===== src/include/img_ctrl_consts.svh =====
`ifndef IMG_CTRL_CONSTS_SVH
`define IMG_CTRL_CONSTS_SVH

// ========================================
// Image geometry
// ========================================
`define IMG_WIDTH 16
`define IMG_HEIGHT 8
`define IMG_PIXELS (`IMG_WIDTH * `IMG_HEIGHT)
`define PIXEL_ADDR_BITS 7

// Wide enough to count past the store depth
`define PIXEL_COUNT_BITS 10

// ========================================
// Readout stream layout
// ========================================
`define HEADER_WORDS 4
`define PADDING_WORDS 2

// Capture statistics and frame skipping
`define STAT_BITS 8
`define SKIP_BITS 2

`endif


===== src/pixel_pkg.sv =====
`include "img_ctrl_consts.svh"

package pixel_pkg;

    // Raw sensor sample
    typedef logic [11:0] pixel_t;

    // Little-endian layout of a 12-bit pixel in a 16-bit word
    typedef struct packed {
        logic [7:0] lo_byte;
        logic [3:0] pad;
        logic [3:0] hi_nibble;
    } pixel_fields_t;

    // Capture builds the word from fields, readout sees a plain word
    typedef union packed {
        logic [15:0]   raw;
        pixel_fields_t fields;
    } pixel_word_u;

    // Highlight and shadow counters
    typedef logic [`STAT_BITS-1:0] stat_count_t;

endpackage


===== src/readout_pkg.sv =====
package readout_pkg;

    // Readout sequencer steps
    typedef enum logic [2:0] {
        IDLE,
        HEADER,
        PIXELS,
        CHECKSUM_WAIT,
        TRAILER
    } readout_state_e;

    // Fletcher-32 result with sum B in [31:16] and sum A in [15:0]
    typedef logic [31:0] checksum_t;

endpackage


===== src/frame_bus_if.sv =====
interface frame_bus_if;

    // Write side
    logic                   wr_clear;
    logic                   wr_en;
    pixel_pkg::pixel_word_u wr_data;

    // Read side
    logic                   rd_clear;
    logic                   rd_en;
    pixel_pkg::pixel_word_u rd_data;

    modport writer (
        output wr_clear, wr_en, wr_data
    );

    modport store (
        input  wr_clear, wr_en, wr_data, rd_clear, rd_en,
        output rd_data
    );

    modport reader (
        output rd_clear, rd_en,
        input  rd_data
    );

endinterface


===== src/pixel_capture.sv =====
`include "img_ctrl_consts.svh"

module pixel_capture (
    input  logic                         clk,
    input  logic                         arst_n,
    input  logic                         cmd_capture,
    input  logic [`SKIP_BITS-1:0]        cmd_skip_count,
    input  pixel_pkg::pixel_t            img_d,
    input  logic                         img_fv,
    input  logic                         img_lv,
    output logic                         capture_done,
    output logic [`PIXEL_COUNT_BITS-1:0] pixel_count,
    output pixel_pkg::stat_count_t       highlight_count,
    output pixel_pkg::stat_count_t       shadow_count,
    frame_bus_if.writer                  bus
);

    typedef enum logic [1:0] {
        CAP_IDLE,
        CAP_ARM,
        CAP_WAIT_FRAME,
        CAP_GRAB
    } cap_state_e;

    cap_state_e             state;
    pixel_pkg::pixel_t      d_q;
    pixel_pkg::pixel_t      stat_px;
    pixel_pkg::pixel_word_u word;
    logic                   fv_q;
    logic                   lv_q;
    logic                   fv_prev;
    logic                   lv_prev;
    logic                   frame_start;
    logic                   line_end;
    logic                   grab_now;
    logic                   take;
    logic                   wr_en;
    logic                   stat_chk;
    logic [1:0]             x;
    logic [1:0]             y;
    logic [`SKIP_BITS-1:0]  skip_cnt;

    assign frame_start = fv_q && !fv_prev;
    assign line_end    = lv_prev && !lv_q;

    // The first sample of the kept frame may coincide with its frame start
    assign grab_now = (state == CAP_GRAB) ||
                      (state == CAP_WAIT_FRAME && frame_start && skip_cnt == '0);
    assign take     = grab_now && lv_q;

    assign bus.wr_clear = (state == CAP_ARM);
    assign bus.wr_en    = wr_en;

    // Pack pixel bits 7:0 into the upper byte
    always_comb begin
        word.fields.lo_byte   = d_q[7:0];
        word.fields.pad       = 4'h0;
        word.fields.hi_nibble = d_q[11:8];
    end

    // ========================================
    // Data path
    // ========================================
    always_ff @(posedge clk) begin
        d_q         <= img_d;
        stat_px     <= d_q;
        bus.wr_data <= word;
    end

    // ========================================
    // Control and statistics
    // ========================================
    always_ff @(posedge clk or negedge arst_n) begin
        if (!arst_n) begin
            fv_q            <= 1'b0;
            lv_q            <= 1'b0;
            fv_prev         <= 1'b0;
            lv_prev         <= 1'b0;
            x               <= '0;
            y               <= '0;
            state           <= CAP_IDLE;
            skip_cnt        <= '0;
            wr_en           <= 1'b0;
            stat_chk        <= 1'b0;
            capture_done    <= 1'b0;
            pixel_count     <= '0;
            highlight_count <= '0;
            shadow_count    <= '0;
        end else begin
            fv_q         <= img_fv;
            lv_q         <= img_lv;
            fv_prev      <= fv_q;
            lv_prev      <= lv_q;
            capture_done <= 1'b0;
            wr_en        <= take;
            stat_chk     <= take && x == 2'd0 && y == 2'd0;

            // Grid position wraps every 4 in both directions
            if (!lv_q) begin
                x <= '0;
            end else begin
                x <= x + 1'b1;
            end
            if (!fv_q) begin
                y <= '0;
            end else if (line_end) begin
                y <= y + 1'b1;
            end

            if (wr_en) begin
                pixel_count <= pixel_count + 1'b1;
            end

            // Top 7 bits decide highlight or shadow
            if (stat_chk) begin
                if (&stat_px[11:5]) begin
                    highlight_count <= highlight_count + 1'b1;
                end else if (~|stat_px[11:5]) begin
                    shadow_count <= shadow_count + 1'b1;
                end
            end

            case (state)
                CAP_ARM: begin
                    pixel_count     <= '0;
                    highlight_count <= '0;
                    shadow_count    <= '0;
                    skip_cnt        <= cmd_skip_count;
                    state           <= CAP_WAIT_FRAME;
                end
                CAP_WAIT_FRAME: begin
                    if (frame_start) begin
                        if (skip_cnt == '0) begin
                            state <= CAP_GRAB;
                        end else begin
                            skip_cnt <= skip_cnt - 1'b1;
                        end
                    end
                end
                CAP_GRAB: begin
                    if (!fv_q) begin
                        capture_done <= 1'b1;
                        state        <= CAP_IDLE;
                    end
                end
                default: begin
                end
            endcase

            // A new command always restarts the grabber
            if (cmd_capture) begin
                state <= CAP_ARM;
            end
        end
    end

endmodule


===== src/frame_store.sv =====
`include "img_ctrl_consts.svh"

module frame_store (
    input logic         clk,
    input logic         arst_n,
    frame_bus_if.store  bus
);

    pixel_pkg::pixel_word_u mem [`IMG_PIXELS];

    // Extra bit so a full store is visible
    logic [`PIXEL_ADDR_BITS:0]   wr_addr;
    logic [`PIXEL_ADDR_BITS-1:0] rd_addr;
    logic                        wr_ok;

    assign wr_ok = bus.wr_en && !bus.wr_clear && (wr_addr < `IMG_PIXELS);

    always_ff @(posedge clk) begin
        if (wr_ok) begin
            mem[wr_addr[`PIXEL_ADDR_BITS-1:0]] <= bus.wr_data;
        end
    end

    // Address counters
    always_ff @(posedge clk or negedge arst_n) begin
        if (!arst_n) begin
            wr_addr <= '0;
            rd_addr <= '0;
        end else begin
            if (bus.wr_clear) begin
                wr_addr <= '0;
            end else if (wr_ok) begin
                wr_addr <= wr_addr + 1'b1;
            end
            if (bus.rd_clear) begin
                rd_addr <= '0;
            end else if (bus.rd_en) begin
                rd_addr <= rd_addr + 1'b1;
            end
        end
    end

    // Word at the current read address
    assign bus.rd_data = mem[rd_addr];

endmodule


===== src/fletcher_checksum.sv =====
module fletcher_checksum (
    input  logic                   clk,
    input  logic                   arst_n,
    input  logic                   clear,
    input  logic                   en,
    input  logic [15:0]            din,
    output readout_pkg::checksum_t dout
);

    logic [15:0] sum_a;
    logic [15:0] sum_b;
    logic [15:0] next_a;

    // Addition modulo 65535
    function automatic logic [15:0] add_mod(input logic [15:0] a, input logic [15:0] b);
        logic [16:0] s;
        s = {1'b0, a} + {1'b0, b};
        if (s >= 17'd65535) begin
            s = s - 17'd65535;
        end
        return s[15:0];
    endfunction

    assign next_a = add_mod(sum_a, din);

    always_ff @(posedge clk or negedge arst_n) begin
        if (!arst_n) begin
            sum_a <= '0;
            sum_b <= '0;
        end else if (clear) begin
            sum_a <= '0;
            sum_b <= '0;
        end else if (en) begin
            sum_a <= next_a;
            sum_b <= add_mod(sum_b, next_a);
        end
    end

    assign dout = {sum_b, sum_a};

endmodule


===== src/readout_ctrl.sv =====
`include "img_ctrl_consts.svh"

module readout_ctrl (
    input  logic                        clk,
    input  logic                        arst_n,
    input  logic                        cmd_readout,
    input  logic [`HEADER_WORDS*16-1:0] cmd_header,
    input  logic                        readout_trigger,
    output logic                        readout_start,
    output logic                        readout_ready,
    output logic [15:0]                 readout_data,
    output logic                        readout_done,
    frame_bus_if.reader                 bus
);

    localparam int HDR_BITS      = `HEADER_WORDS * 16;
    localparam int TRAILER_WORDS = 2 + `PADDING_WORDS;
    localparam int TRL_BITS      = TRAILER_WORDS * 16;

    readout_pkg::readout_state_e state;
    readout_pkg::checksum_t      ck_sum;
    logic                        start_pend;
    logic                        load;
    logic                        ck_en;
    logic [15:0]                 ck_din;
    logic [HDR_BITS-1:0]         hdr_shift;
    logic [TRL_BITS-1:0]         trl_shift;
    logic [`PIXEL_ADDR_BITS-1:0] cnt;
    logic [1:0]                  wait_cnt;

    // Output register is empty or drains this cycle
    assign load = !readout_ready || readout_trigger;

    assign bus.rd_clear = start_pend;
    assign bus.rd_en    = (state == readout_pkg::PIXELS) && load;

    // Host treats stream words as little endian
    function automatic logic [15:0] byte_swap(input logic [15:0] w);
        return {w[7:0], w[15:8]};
    endfunction

    fletcher_checksum u_checksum (
        .clk    (clk),
        .arst_n (arst_n),
        .clear  (start_pend),
        .en     (ck_en),
        .din    (ck_din),
        .dout   (ck_sum)
    );

    // ========================================
    // Sequencer
    // ========================================
    always_ff @(posedge clk or negedge arst_n) begin
        if (!arst_n) begin
            state         <= readout_pkg::IDLE;
            start_pend    <= 1'b0;
            readout_start <= 1'b0;
            readout_ready <= 1'b0;
            readout_data  <= '0;
            readout_done  <= 1'b0;
            ck_en         <= 1'b0;
            ck_din        <= '0;
            hdr_shift     <= '0;
            trl_shift     <= '0;
            cnt           <= '0;
            wait_cnt      <= '0;
        end else begin
            start_pend    <= 1'b0;
            readout_start <= 1'b0;
            ck_en         <= 1'b0;
            if (readout_trigger) begin
                readout_ready <= 1'b0;
            end

            if (start_pend) begin
                readout_start <= 1'b1;
                readout_done  <= 1'b0;
                hdr_shift     <= cmd_header;
                cnt           <= '0;
                state         <= readout_pkg::HEADER;
            end else begin
                case (state)
                    // Most significant header word first
                    readout_pkg::HEADER: begin
                        if (load) begin
                            readout_data  <= hdr_shift[HDR_BITS-1 -: 16];
                            readout_ready <= 1'b1;
                            ck_en         <= 1'b1;
                            ck_din        <= byte_swap(hdr_shift[HDR_BITS-1 -: 16]);
                            hdr_shift     <= hdr_shift << 16;
                            cnt           <= cnt + 1'b1;
                            if (cnt == `HEADER_WORDS - 1) begin
                                cnt   <= '0;
                                state <= readout_pkg::PIXELS;
                            end
                        end
                    end
                    readout_pkg::PIXELS: begin
                        if (load) begin
                            readout_data  <= bus.rd_data.raw;
                            readout_ready <= 1'b1;
                            ck_en         <= 1'b1;
                            ck_din        <= byte_swap(bus.rd_data.raw);
                            cnt           <= cnt + 1'b1;
                            if (cnt == `IMG_PIXELS - 1) begin
                                wait_cnt <= '0;
                                state    <= readout_pkg::CHECKSUM_WAIT;
                            end
                        end
                    end
                    // Let the last word settle into the sums
                    readout_pkg::CHECKSUM_WAIT: begin
                        if (wait_cnt == 2'd2) begin
                            trl_shift <= {ck_sum[7:0], ck_sum[15:8],
                                          ck_sum[23:16], ck_sum[31:24],
                                          {(`PADDING_WORDS * 16){1'b0}}};
                            cnt       <= '0;
                            state     <= readout_pkg::TRAILER;
                        end else begin
                            wait_cnt <= wait_cnt + 1'b1;
                        end
                    end
                    // Checksum then padding until the last word is taken
                    readout_pkg::TRAILER: begin
                        if (load) begin
                            if (cnt == TRAILER_WORDS) begin
                                readout_done <= 1'b1;
                                state        <= readout_pkg::IDLE;
                            end else begin
                                readout_data  <= trl_shift[TRL_BITS-1 -: 16];
                                readout_ready <= 1'b1;
                                trl_shift     <= trl_shift << 16;
                                cnt           <= cnt + 1'b1;
                            end
                        end
                    end
                    default: begin
                    end
                endcase
            end

            // A new command abandons any stream underway
            if (cmd_readout) begin
                state         <= readout_pkg::IDLE;
                readout_ready <= 1'b0;
                ck_en         <= 1'b0;
                start_pend    <= 1'b1;
            end
        end
    end

endmodule


===== src/img_ctrl.sv =====
`include "img_ctrl_consts.svh"

module img_ctrl (
    input  logic                         clk,
    input  logic                         arst_n,

    // Commands
    input  logic                         cmd_capture,
    input  logic                         cmd_readout,
    input  logic [`SKIP_BITS-1:0]        cmd_skip_count,
    input  logic [`HEADER_WORDS*16-1:0]  cmd_header,

    // Camera bus
    input  logic [11:0]                  img_d,
    input  logic                         img_fv,
    input  logic                         img_lv,

    // Readout port
    output logic                         readout_start,
    output logic                         readout_ready,
    input  logic                         readout_trigger,
    output logic [15:0]                  readout_data,
    output logic                         readout_done,

    // Capture status
    output logic                         capture_done,
    output logic [`PIXEL_COUNT_BITS-1:0] capture_pixel_count,
    output pixel_pkg::stat_count_t       capture_highlight_count,
    output pixel_pkg::stat_count_t       capture_shadow_count
);

    frame_bus_if fbus ();

    // ========================================
    // Capture into the frame store
    // ========================================
    pixel_capture u_capture (
        .clk             (clk),
        .arst_n          (arst_n),
        .cmd_capture     (cmd_capture),
        .cmd_skip_count  (cmd_skip_count),
        .img_d           (img_d),
        .img_fv          (img_fv),
        .img_lv          (img_lv),
        .capture_done    (capture_done),
        .pixel_count     (capture_pixel_count),
        .highlight_count (capture_highlight_count),
        .shadow_count    (capture_shadow_count),
        .bus             (fbus.writer)
    );

    frame_store u_store (
        .clk    (clk),
        .arst_n (arst_n),
        .bus    (fbus.store)
    );

    // ========================================
    // Readout stream
    // ========================================
    readout_ctrl u_readout (
        .clk             (clk),
        .arst_n          (arst_n),
        .cmd_readout     (cmd_readout),
        .cmd_header      (cmd_header),
        .readout_trigger (readout_trigger),
        .readout_start   (readout_start),
        .readout_ready   (readout_ready),
        .readout_data    (readout_data),
        .readout_done    (readout_done),
        .bus             (fbus.reader)
    );

endmodule


===== config.mk =====
export PLATFORM = sky130hd
export DESIGN_NAME = img_ctrl
export DESIGN_NICKNAME = d
export VERILOG_FILES = /design/src/pixel_pkg.sv /design/src/readout_pkg.sv /design/src/frame_bus_if.sv /design/src/pixel_capture.sv /design/src/frame_store.sv /design/src/fletcher_checksum.sv /design/src/readout_ctrl.sv /design/src/img_ctrl.sv
export VERILOG_INCLUDE_DIRS = /design/src /design/src/include
export SDC_FILE = /design/constraint.sdc
export NUM_CORES = 2
export LEC_CHECK = 0
export BUFFER_PORTS_ARGS = -buffer_cell sky130_fd_sc_hd__buf_4
export CAP_MARGIN = 30
export CORE_MARGIN = 2
export CORE_UTILIZATION = 56
export CTS_CLUSTER_SIZE = 24
export DETAILED_ROUTE_END_ITERATION = 6
export GPL_TIMING_DRIVEN = 0
export HOLD_SLACK_MARGIN = 0.03
export PLACE_DENSITY = 0.75
export SLEW_MARGIN = 15
export SYNTH_ARGS = -nofsm -noshare
export SYNTH_HDL_FRONTEND = slang
export SYNTH_SLANG_ARGS = --single-unit

===== constraint.sdc =====
create_clock -name clk -period 5.7 [get_ports clk]
set_input_delay 0.855 -clock clk [delete_from_list [all_inputs] [get_ports clk]]
set_output_delay 0.855 -clock clk [all_outputs]
set_load 0.02 [all_outputs]

Word-level counts from Yosys, hierarchy flattened. Memory sizes are Yosys's and may differ from the RTL's. Index checks and enable logic that the tools add are counted.

Output and inout bits: 46. Bits in writable memories: 1536. Word-level logic and storage cells: 230. Register bits after elaboration: 301. Memories: 1. Bits of input ports: 85.

Memory list: u_store.mem (words 128, width 12, read ports 1, clocked after Yosys merged registers in 0, wr ports 1, line frame_store.sv:9) `` pixel_pkg::pixel_word_u mem [`IMG_PIXELS]; ``.

$add $sub $neg: 14. Bitwise operators: 1. Eq/ne operators: 38. Mux-type cells: 88. Reduce and logical (&&, ||, !) cells: 52. Order comparisons: 3.

Operators by type and width (count): 64-bit 2-to-1 mux (6); 16-bit 2-to-1 mux (12); 64-bit one-hot mux with 2 select lines (1); 8-bit 2-to-1 mux (9); 7-bit 2-to-1 mux (9); 16-bit one-hot mux with 3 select lines (1); 16-bit by 16-bit adder with 17-bit output (2); 17-bit by 16-bit >= comparator with 1-bit output (second input constant) (2); 16-bit one-hot mux with 2 select lines (1); 16-bit subtractor (second input constant) (2); 7-bit one-hot mux with 4 select lines (1); 2-bit nonzero test (14); 3-bit 2-to-1 mux (9); 8-bit by 1-bit adder with 8-bit output (second input constant) (3); 2-bit 2-to-1 mux (12); 4-bit by 2-bit inequality test with 1-bit output (second input constant) (6); 1-bit 2-to-1 mux (20); 10-bit 2-to-1 mux (2); 7-bit by 1-bit adder with 7-bit output (second input constant) (2); 2-bit by 1-bit inequality test with 1-bit output (second input constant) (7); 3-bit by 1-bit inequality test with 1-bit output (second input constant) (4); 3-bit one-hot mux with 4 select lines (1); 6-bit AND reduction (2); 10-bit by 1-bit adder with 10-bit output (second input constant) (1); other kinds (35) (67).

Logic depth before layout (Yosys ltp).
Word-level depth: 8. Gate-level depth with buffers: 27. Gate-level depth less buffers: 25.

Cells and area by module. From an unflattened synthesis, not the netlist that was laid out.

Cell total of the unflattened synthesis: 5159. Area total of the unflattened synthesis: 92890.3 um2.

By module, submodules not included: frame_store (area an instance 79615.1 um2, seq. area each 61874.3 um2, cells an instance 3745, instances 1); readout_ctrl (area an instance 6613.8 um2, seq. area each 3628.5 um2, cells an instance 673, instances 1); fletcher_checksum (area an instance 4012.6 um2, seq. area each 800.8 um2, cells an instance 502, instances 1); pixel_capture (area an instance 2648.8 um2, seq. area each 1506.4 um2, cells an instance 239, instances 1).

Least setup slack after synthesis. Ideal clock, no wire load.

Path type: reg2reg. Start: register u_readout.u_checksum.sum_a[0]. End: register u_readout.u_checksum.sum_b[9]. Data required time: 5.601 ns. Stages on the path, launching flop included: 25. Clock period less this slack: 5.831 ns. Data arrival time: 5.731 ns. Setup slack: -0.131 ns. Buffers on the path: 1. Setup time: 0.099 ns. Cell sequence: dfrtp_1 -> ha_1 -> inv_1 -> fa_1 -> nor2b_1 -> o211ai_1 -> a211o_1 -> a31oi_1 -> xor2_1 -> and4_1 -> a21oi_1 -> buf_2 -> xnor2_1 -> ha_1 -> inv_1 -> fa_1 -> nand2b_1 -> a211oi_2 -> o2111a_1 -> nor2_1 -> or3_4 -> and4bb_4 -> a31oi_4 -> or4_1 -> a311oi_1.

Longest elaborated chain between the ends: 8. Elaborated cells on any way between the ends: 10. Classes of those cells: add/sub: 4; order compare: 2; mux: 4.

Ends and longest elaborated chain: start: declaration (line fletcher_checksum.sv:10) `logic [15:0] sum_a;`; start signal: assignment (line fletcher_checksum.sv:34) `sum_a <= next_a;`; 16-bit by 16-bit adder with 17-bit output (*) (line fletcher_checksum.sv:17) `s = {1'b0, a} + {1'b0, b};`; 16-bit subtractor or 17-bit by 16-bit >= comparator with 1-bit output (tied branches) (line fletcher_checksum.sv:19, fletcher_checksum.sv:18); 16-bit 2-to-1 mux (*) (line fletcher_checksum.sv:18) `if (s >= 17'd65535) begin`; 16-bit by 16-bit adder with 17-bit output (*) (line fletcher_checksum.sv:17); 16-bit subtractor or 17-bit by 16-bit >= comparator with 1-bit output (tied branches) (line fletcher_checksum.sv:19, fletcher_checksum.sv:18); 16-bit 2-to-1 mux (*) (line fletcher_checksum.sv:18); 16-bit 2-to-1 mux (*) (line fletcher_checksum.sv:33) `end else if (en) begin`; 16-bit 2-to-1 mux (*) (line fletcher_checksum.sv:30) `end else if (clear) begin`; end signal: assignment (line fletcher_checksum.sv:35) `sum_b <= add_mod(sum_b, next_a);`; end: declaration (line fletcher_checksum.sv:11) `logic [15:0] sum_b;`.

Mark *: on every way between the ends. The rest lies on a longest branch, timed or not. The select of a mux whose other input is x is not followed. A chain may end at the register's enable or synchronous reset.

Final worst setup path.
Start: register u_readout.u_checksum.sum_a[0]. End: register u_readout.u_checksum.sum_b[1].

Same word-level chain as after synthesis.

==> flow_summary_export.csv <==
group,metric,value,unit
global_route,grt-ovfl-total,0,
worst_setup_path,crit_required,6390,ps
power_and_ir_drop,p_per_area,353,nW/um^2
power_and_ir_drop,leakage,27.3,nW
logic_synthesis,synth_most_common_cell,"edfxtp_1",
clocking,clkLatencyLatePin,820,ps
global_route,grt_usage,0.283,
sta,fin_crit,5870,ps
worst_setup_path,cp-end-kind,"flip-flop",
power_and_ir_drop,peakVddDrop,319,uV
logic_synthesis,yosysWarningCount,0,
routing,drtIter0Drc,5425,
job,drv_cap,0,
finish,layout.nets,4369,
worst_setup_path,startpoint_type,"flip-flop",
sta,period_share,1.03,
global_route,grt_pass1_vias,39400,
run_status,violations,"negative setup slack",
sta,setup_tns,-1080,ps
logic_synthesis,synthesis.area,72200,sq um
sta,whs,158,ps
worst_setup_path,path_max_fanout,6,
sta,clock_skew,41.7,ps
logic_synthesis,synth_commonest_cells,"edfxtp_1, mux4_2, nor2_1",
clocking,cts_root_buf,"clkbuf_16",
clocking,h-tree-depth,4,
logic_synthesis,postSynthCellCount,3759,
logic_synthesis,synth_edf_count,1536,
logic_synthesis,synthDistinctLibCells,79,
sta,setup_slack,-167,ps
clocking,clk_pin_slew,70,ps
sta,finalSetupViolations,12,
clocking,clock_path_buffers,3,
worst_setup_path,cp_common_cell,"inv_2",
sta,maxSlewHeadroom,0.272,
placed_design,dp_hpwl,122000,microns
finish,num_antenna_cells,0,
global_route,grt_pass1_wl,268000,microns
min_path,hold_class,"input port to flip-flop",
logic_synthesis,syn_avg_cell_area,19.2,sq um
logic_synthesis,synth_ff_type,"edfxtp_1",
logic_synthesis,ys_top_cells_by_area,"edfxtp_1, mux4_2, dfrtp_1, nor2_1, nand2_1",
routing,drc_errors,0,
sta,clock.fmax,170,MHz
routing,first_pass_iters,6,
finish,synthToLayoutAreaGrowth,15.3,%
routing,wl_per_cell,30.4,microns
global_route,grt_max_degree,104,
sta,rsz0062_at_grt,"true",
clocking,tritoncts,"done",
floorplan,dieArea,132000,sq um
logic_synthesis,ys_seq_elements,1793,
worst_setup_path,cp_data_arrival_time,6550,ps
placed_design,numPortBuffers,130,
floorplan,initial_utilization,0.565,
logic_synthesis,syn-num-nets,3895,
worst_setup_path,crit_type,"flip-flop to flip-flop",
global_route,antenna_found_initial,5,
floorplan,fp-row-count,131,
logic_synthesis,yosysSeqAreaShare,0.726,
placed_design,place_inst,5667,
finish,fin_util,0.651,
routing,detail-route-antenna-nets,0,
floorplan,io_pins,131,
clocking,cts-buffers-inserted,175,
worst_setup_path,crit_slowest_cell,"or4_1",
floorplan,die_w,363,microns
worst_setup_path,cpPeakStageDelay,520,ps
sta,hold_violations,0,
logic_synthesis,synth_top_area_frac,0.639,
placed_design,place_ws,-1400,ps
floorplan,die_y,363,microns
routing,vias,39700,
routing,vias_per_cell,6.58,
finish,finalNonFillerCells,6041,
logic_synthesis,async_flop_share,0.130,
placed_design,place_congestion,0.918,
finish,layout-drive-gt1-share,0.286,
logic_synthesis,yosysTopAreaCell,"edfxtp_1",
clocking,cts.sinks,1793,
run_status,status,"finished, violations left",
sta,worst_pin_slew,1090,ps
floorplan,core,128000,sq um
sta,drv_slew,0,
routing,totalWireLength,184000,microns
-- where the power goes --
group          switching [mW]  total, mW  internal, mW
combinational            2.02       3.43          1.42
sequential              0.269       14.7          14.5
clock                    4.91       11.2          6.29
total                    7.19       29.4          22.2
-- sequential cells by signal, summed over array words and instances, names as in the netlist, 8 cells and up --
| signal | count |
|---|---|
| u_readout.readout_data | 16 |
| u_readout.ck_din | 16 |
| u_capture.d_q | 12 |
| u_capture.stat_px | 11 |
| u_readout.u_checksum.sum_b | 16 |
| u_capture.pixel_count | 10 |
| u_readout.hdr_shift | 64 |
| u_readout.u_checksum.sum_a | 16 |
| u_readout.trl_shift | 32 |
| u_capture.highlight_count | 8 |
| u_store.wr_addr | 8 |
| u_store.mem | 1536 |
| u_capture.shadow_count | 8 |
-- final timing paths --
path                                            endpoint  cells past startpoint                          start  slack (ps)
max                        u_readout.u_checksum.sum_b[1]                     26  u_readout.u_checksum.sum_a[0]        -170
max reg2reg                u_readout.u_checksum.sum_b[1]                     26  u_readout.u_checksum.sum_a[0]        -170
min in group asynchronous        u_readout.readout_start                      2                         arst_n         600
min reg2reg                         u_capture.stat_px[6]                      0               u_capture.d_q[6]         320
max in group asynchronous         u_readout.hdr_shift[7]                      3                         arst_n        4120
min                                       u_capture.lv_q                      1                         img_lv         160
-- routing by layer --
metal	part of all wire	global-route usage	vias to the layer above
li1	-	-	16200
met1	0.37	0.385	20700
met4	0.041	0.108	4
met3	0.099	0.0616	388
met5	0.00015	0	-
met2	0.49	0.454	2429
-- cell families after synthesis --
group,Yosys count,share of synthesized area
and+or+nand+nor,661,0.0415
buffers and inverters,237,0.0131
muxes,578,0.167
adders and majority gates,51,0.00904
AOI/OAI and AO/OA,377,0.0354
xor gates and xnor gates,62,0.00762
DFF,1793,0.726
-- per-stage QoR --
stage	power (mW)	instance area, sq um
final	29.4	83200
after global placement	17.8	75300
after CTS	29.2	82700
after detailed placement	17.8	76800
after floorplan	16.9	72200
after global routing	30.3	83200
-- worst max-delay path: cells and delay by family (launching register included) --
kind,cells,cell delay (ps)
AND/OR/NAND/NOR,7,1630
flip-flops,1,400
AO/OA/AOI/OAI,7,1460
multiplexers,1,80
XOR/XNOR,1,120
adder cells (fa/ha/maj),5,1550
buffers and inverters,5,500
-- repair_timing --
| action | in CTS | in global routing |
|---|---|---|
| hold endpoints to repair | 64 | 0 |
| hold buffers | 1 | 0 |
| cloned | 1 | 0 |
| endpoints found under the setup margin | 16 | 16 |
| pin swaps | 29 | 31 |
| buffers inserted | 23 | 22 |
| gates resized for setup | 67 | 55 |
-- placed cells by master (no fill, tap or decap), types with 13 or more instances in the layout --
cell type,n
nand2b_1,19
nand4_1,23
clkinv_2,21
xnor2_1,21
a311oi_1,16
inv_1,29
nand3_1,39
buf_2,36
buf_6,38
clkbuf_16,178
nand2_1,196
clkinv_1,29
a211oi_1,13
buf_4,241
buf_1,23
clkbuf_1,189
o21ai_0,106
nor2_1,213
nor2_2,46
or3_1,18
mux2i_1,71
a21oi_1,52
mux4_2,504
buf_16,13
o21ai_1,16
edfxtp_1,1536
xor2_1,30
dfrtp_1,230
nor2b_1,15
a22o_1,45
ha_1,37
-- final cells by class --
type | instances | area [sq um]
buffer | 197 | 808
multi-input combinational | 1729 | 19500
timing repair buffer | 304 | 2770
fill | 8307 | 44600
sequential | 1793 | 52500
inverter | 33 | 124
tap | 1662 | 2080
clock buffer | 247 | 4820
clock inverter | 76 | 684
No activity file was read; power rests on OpenSTA's default activity.
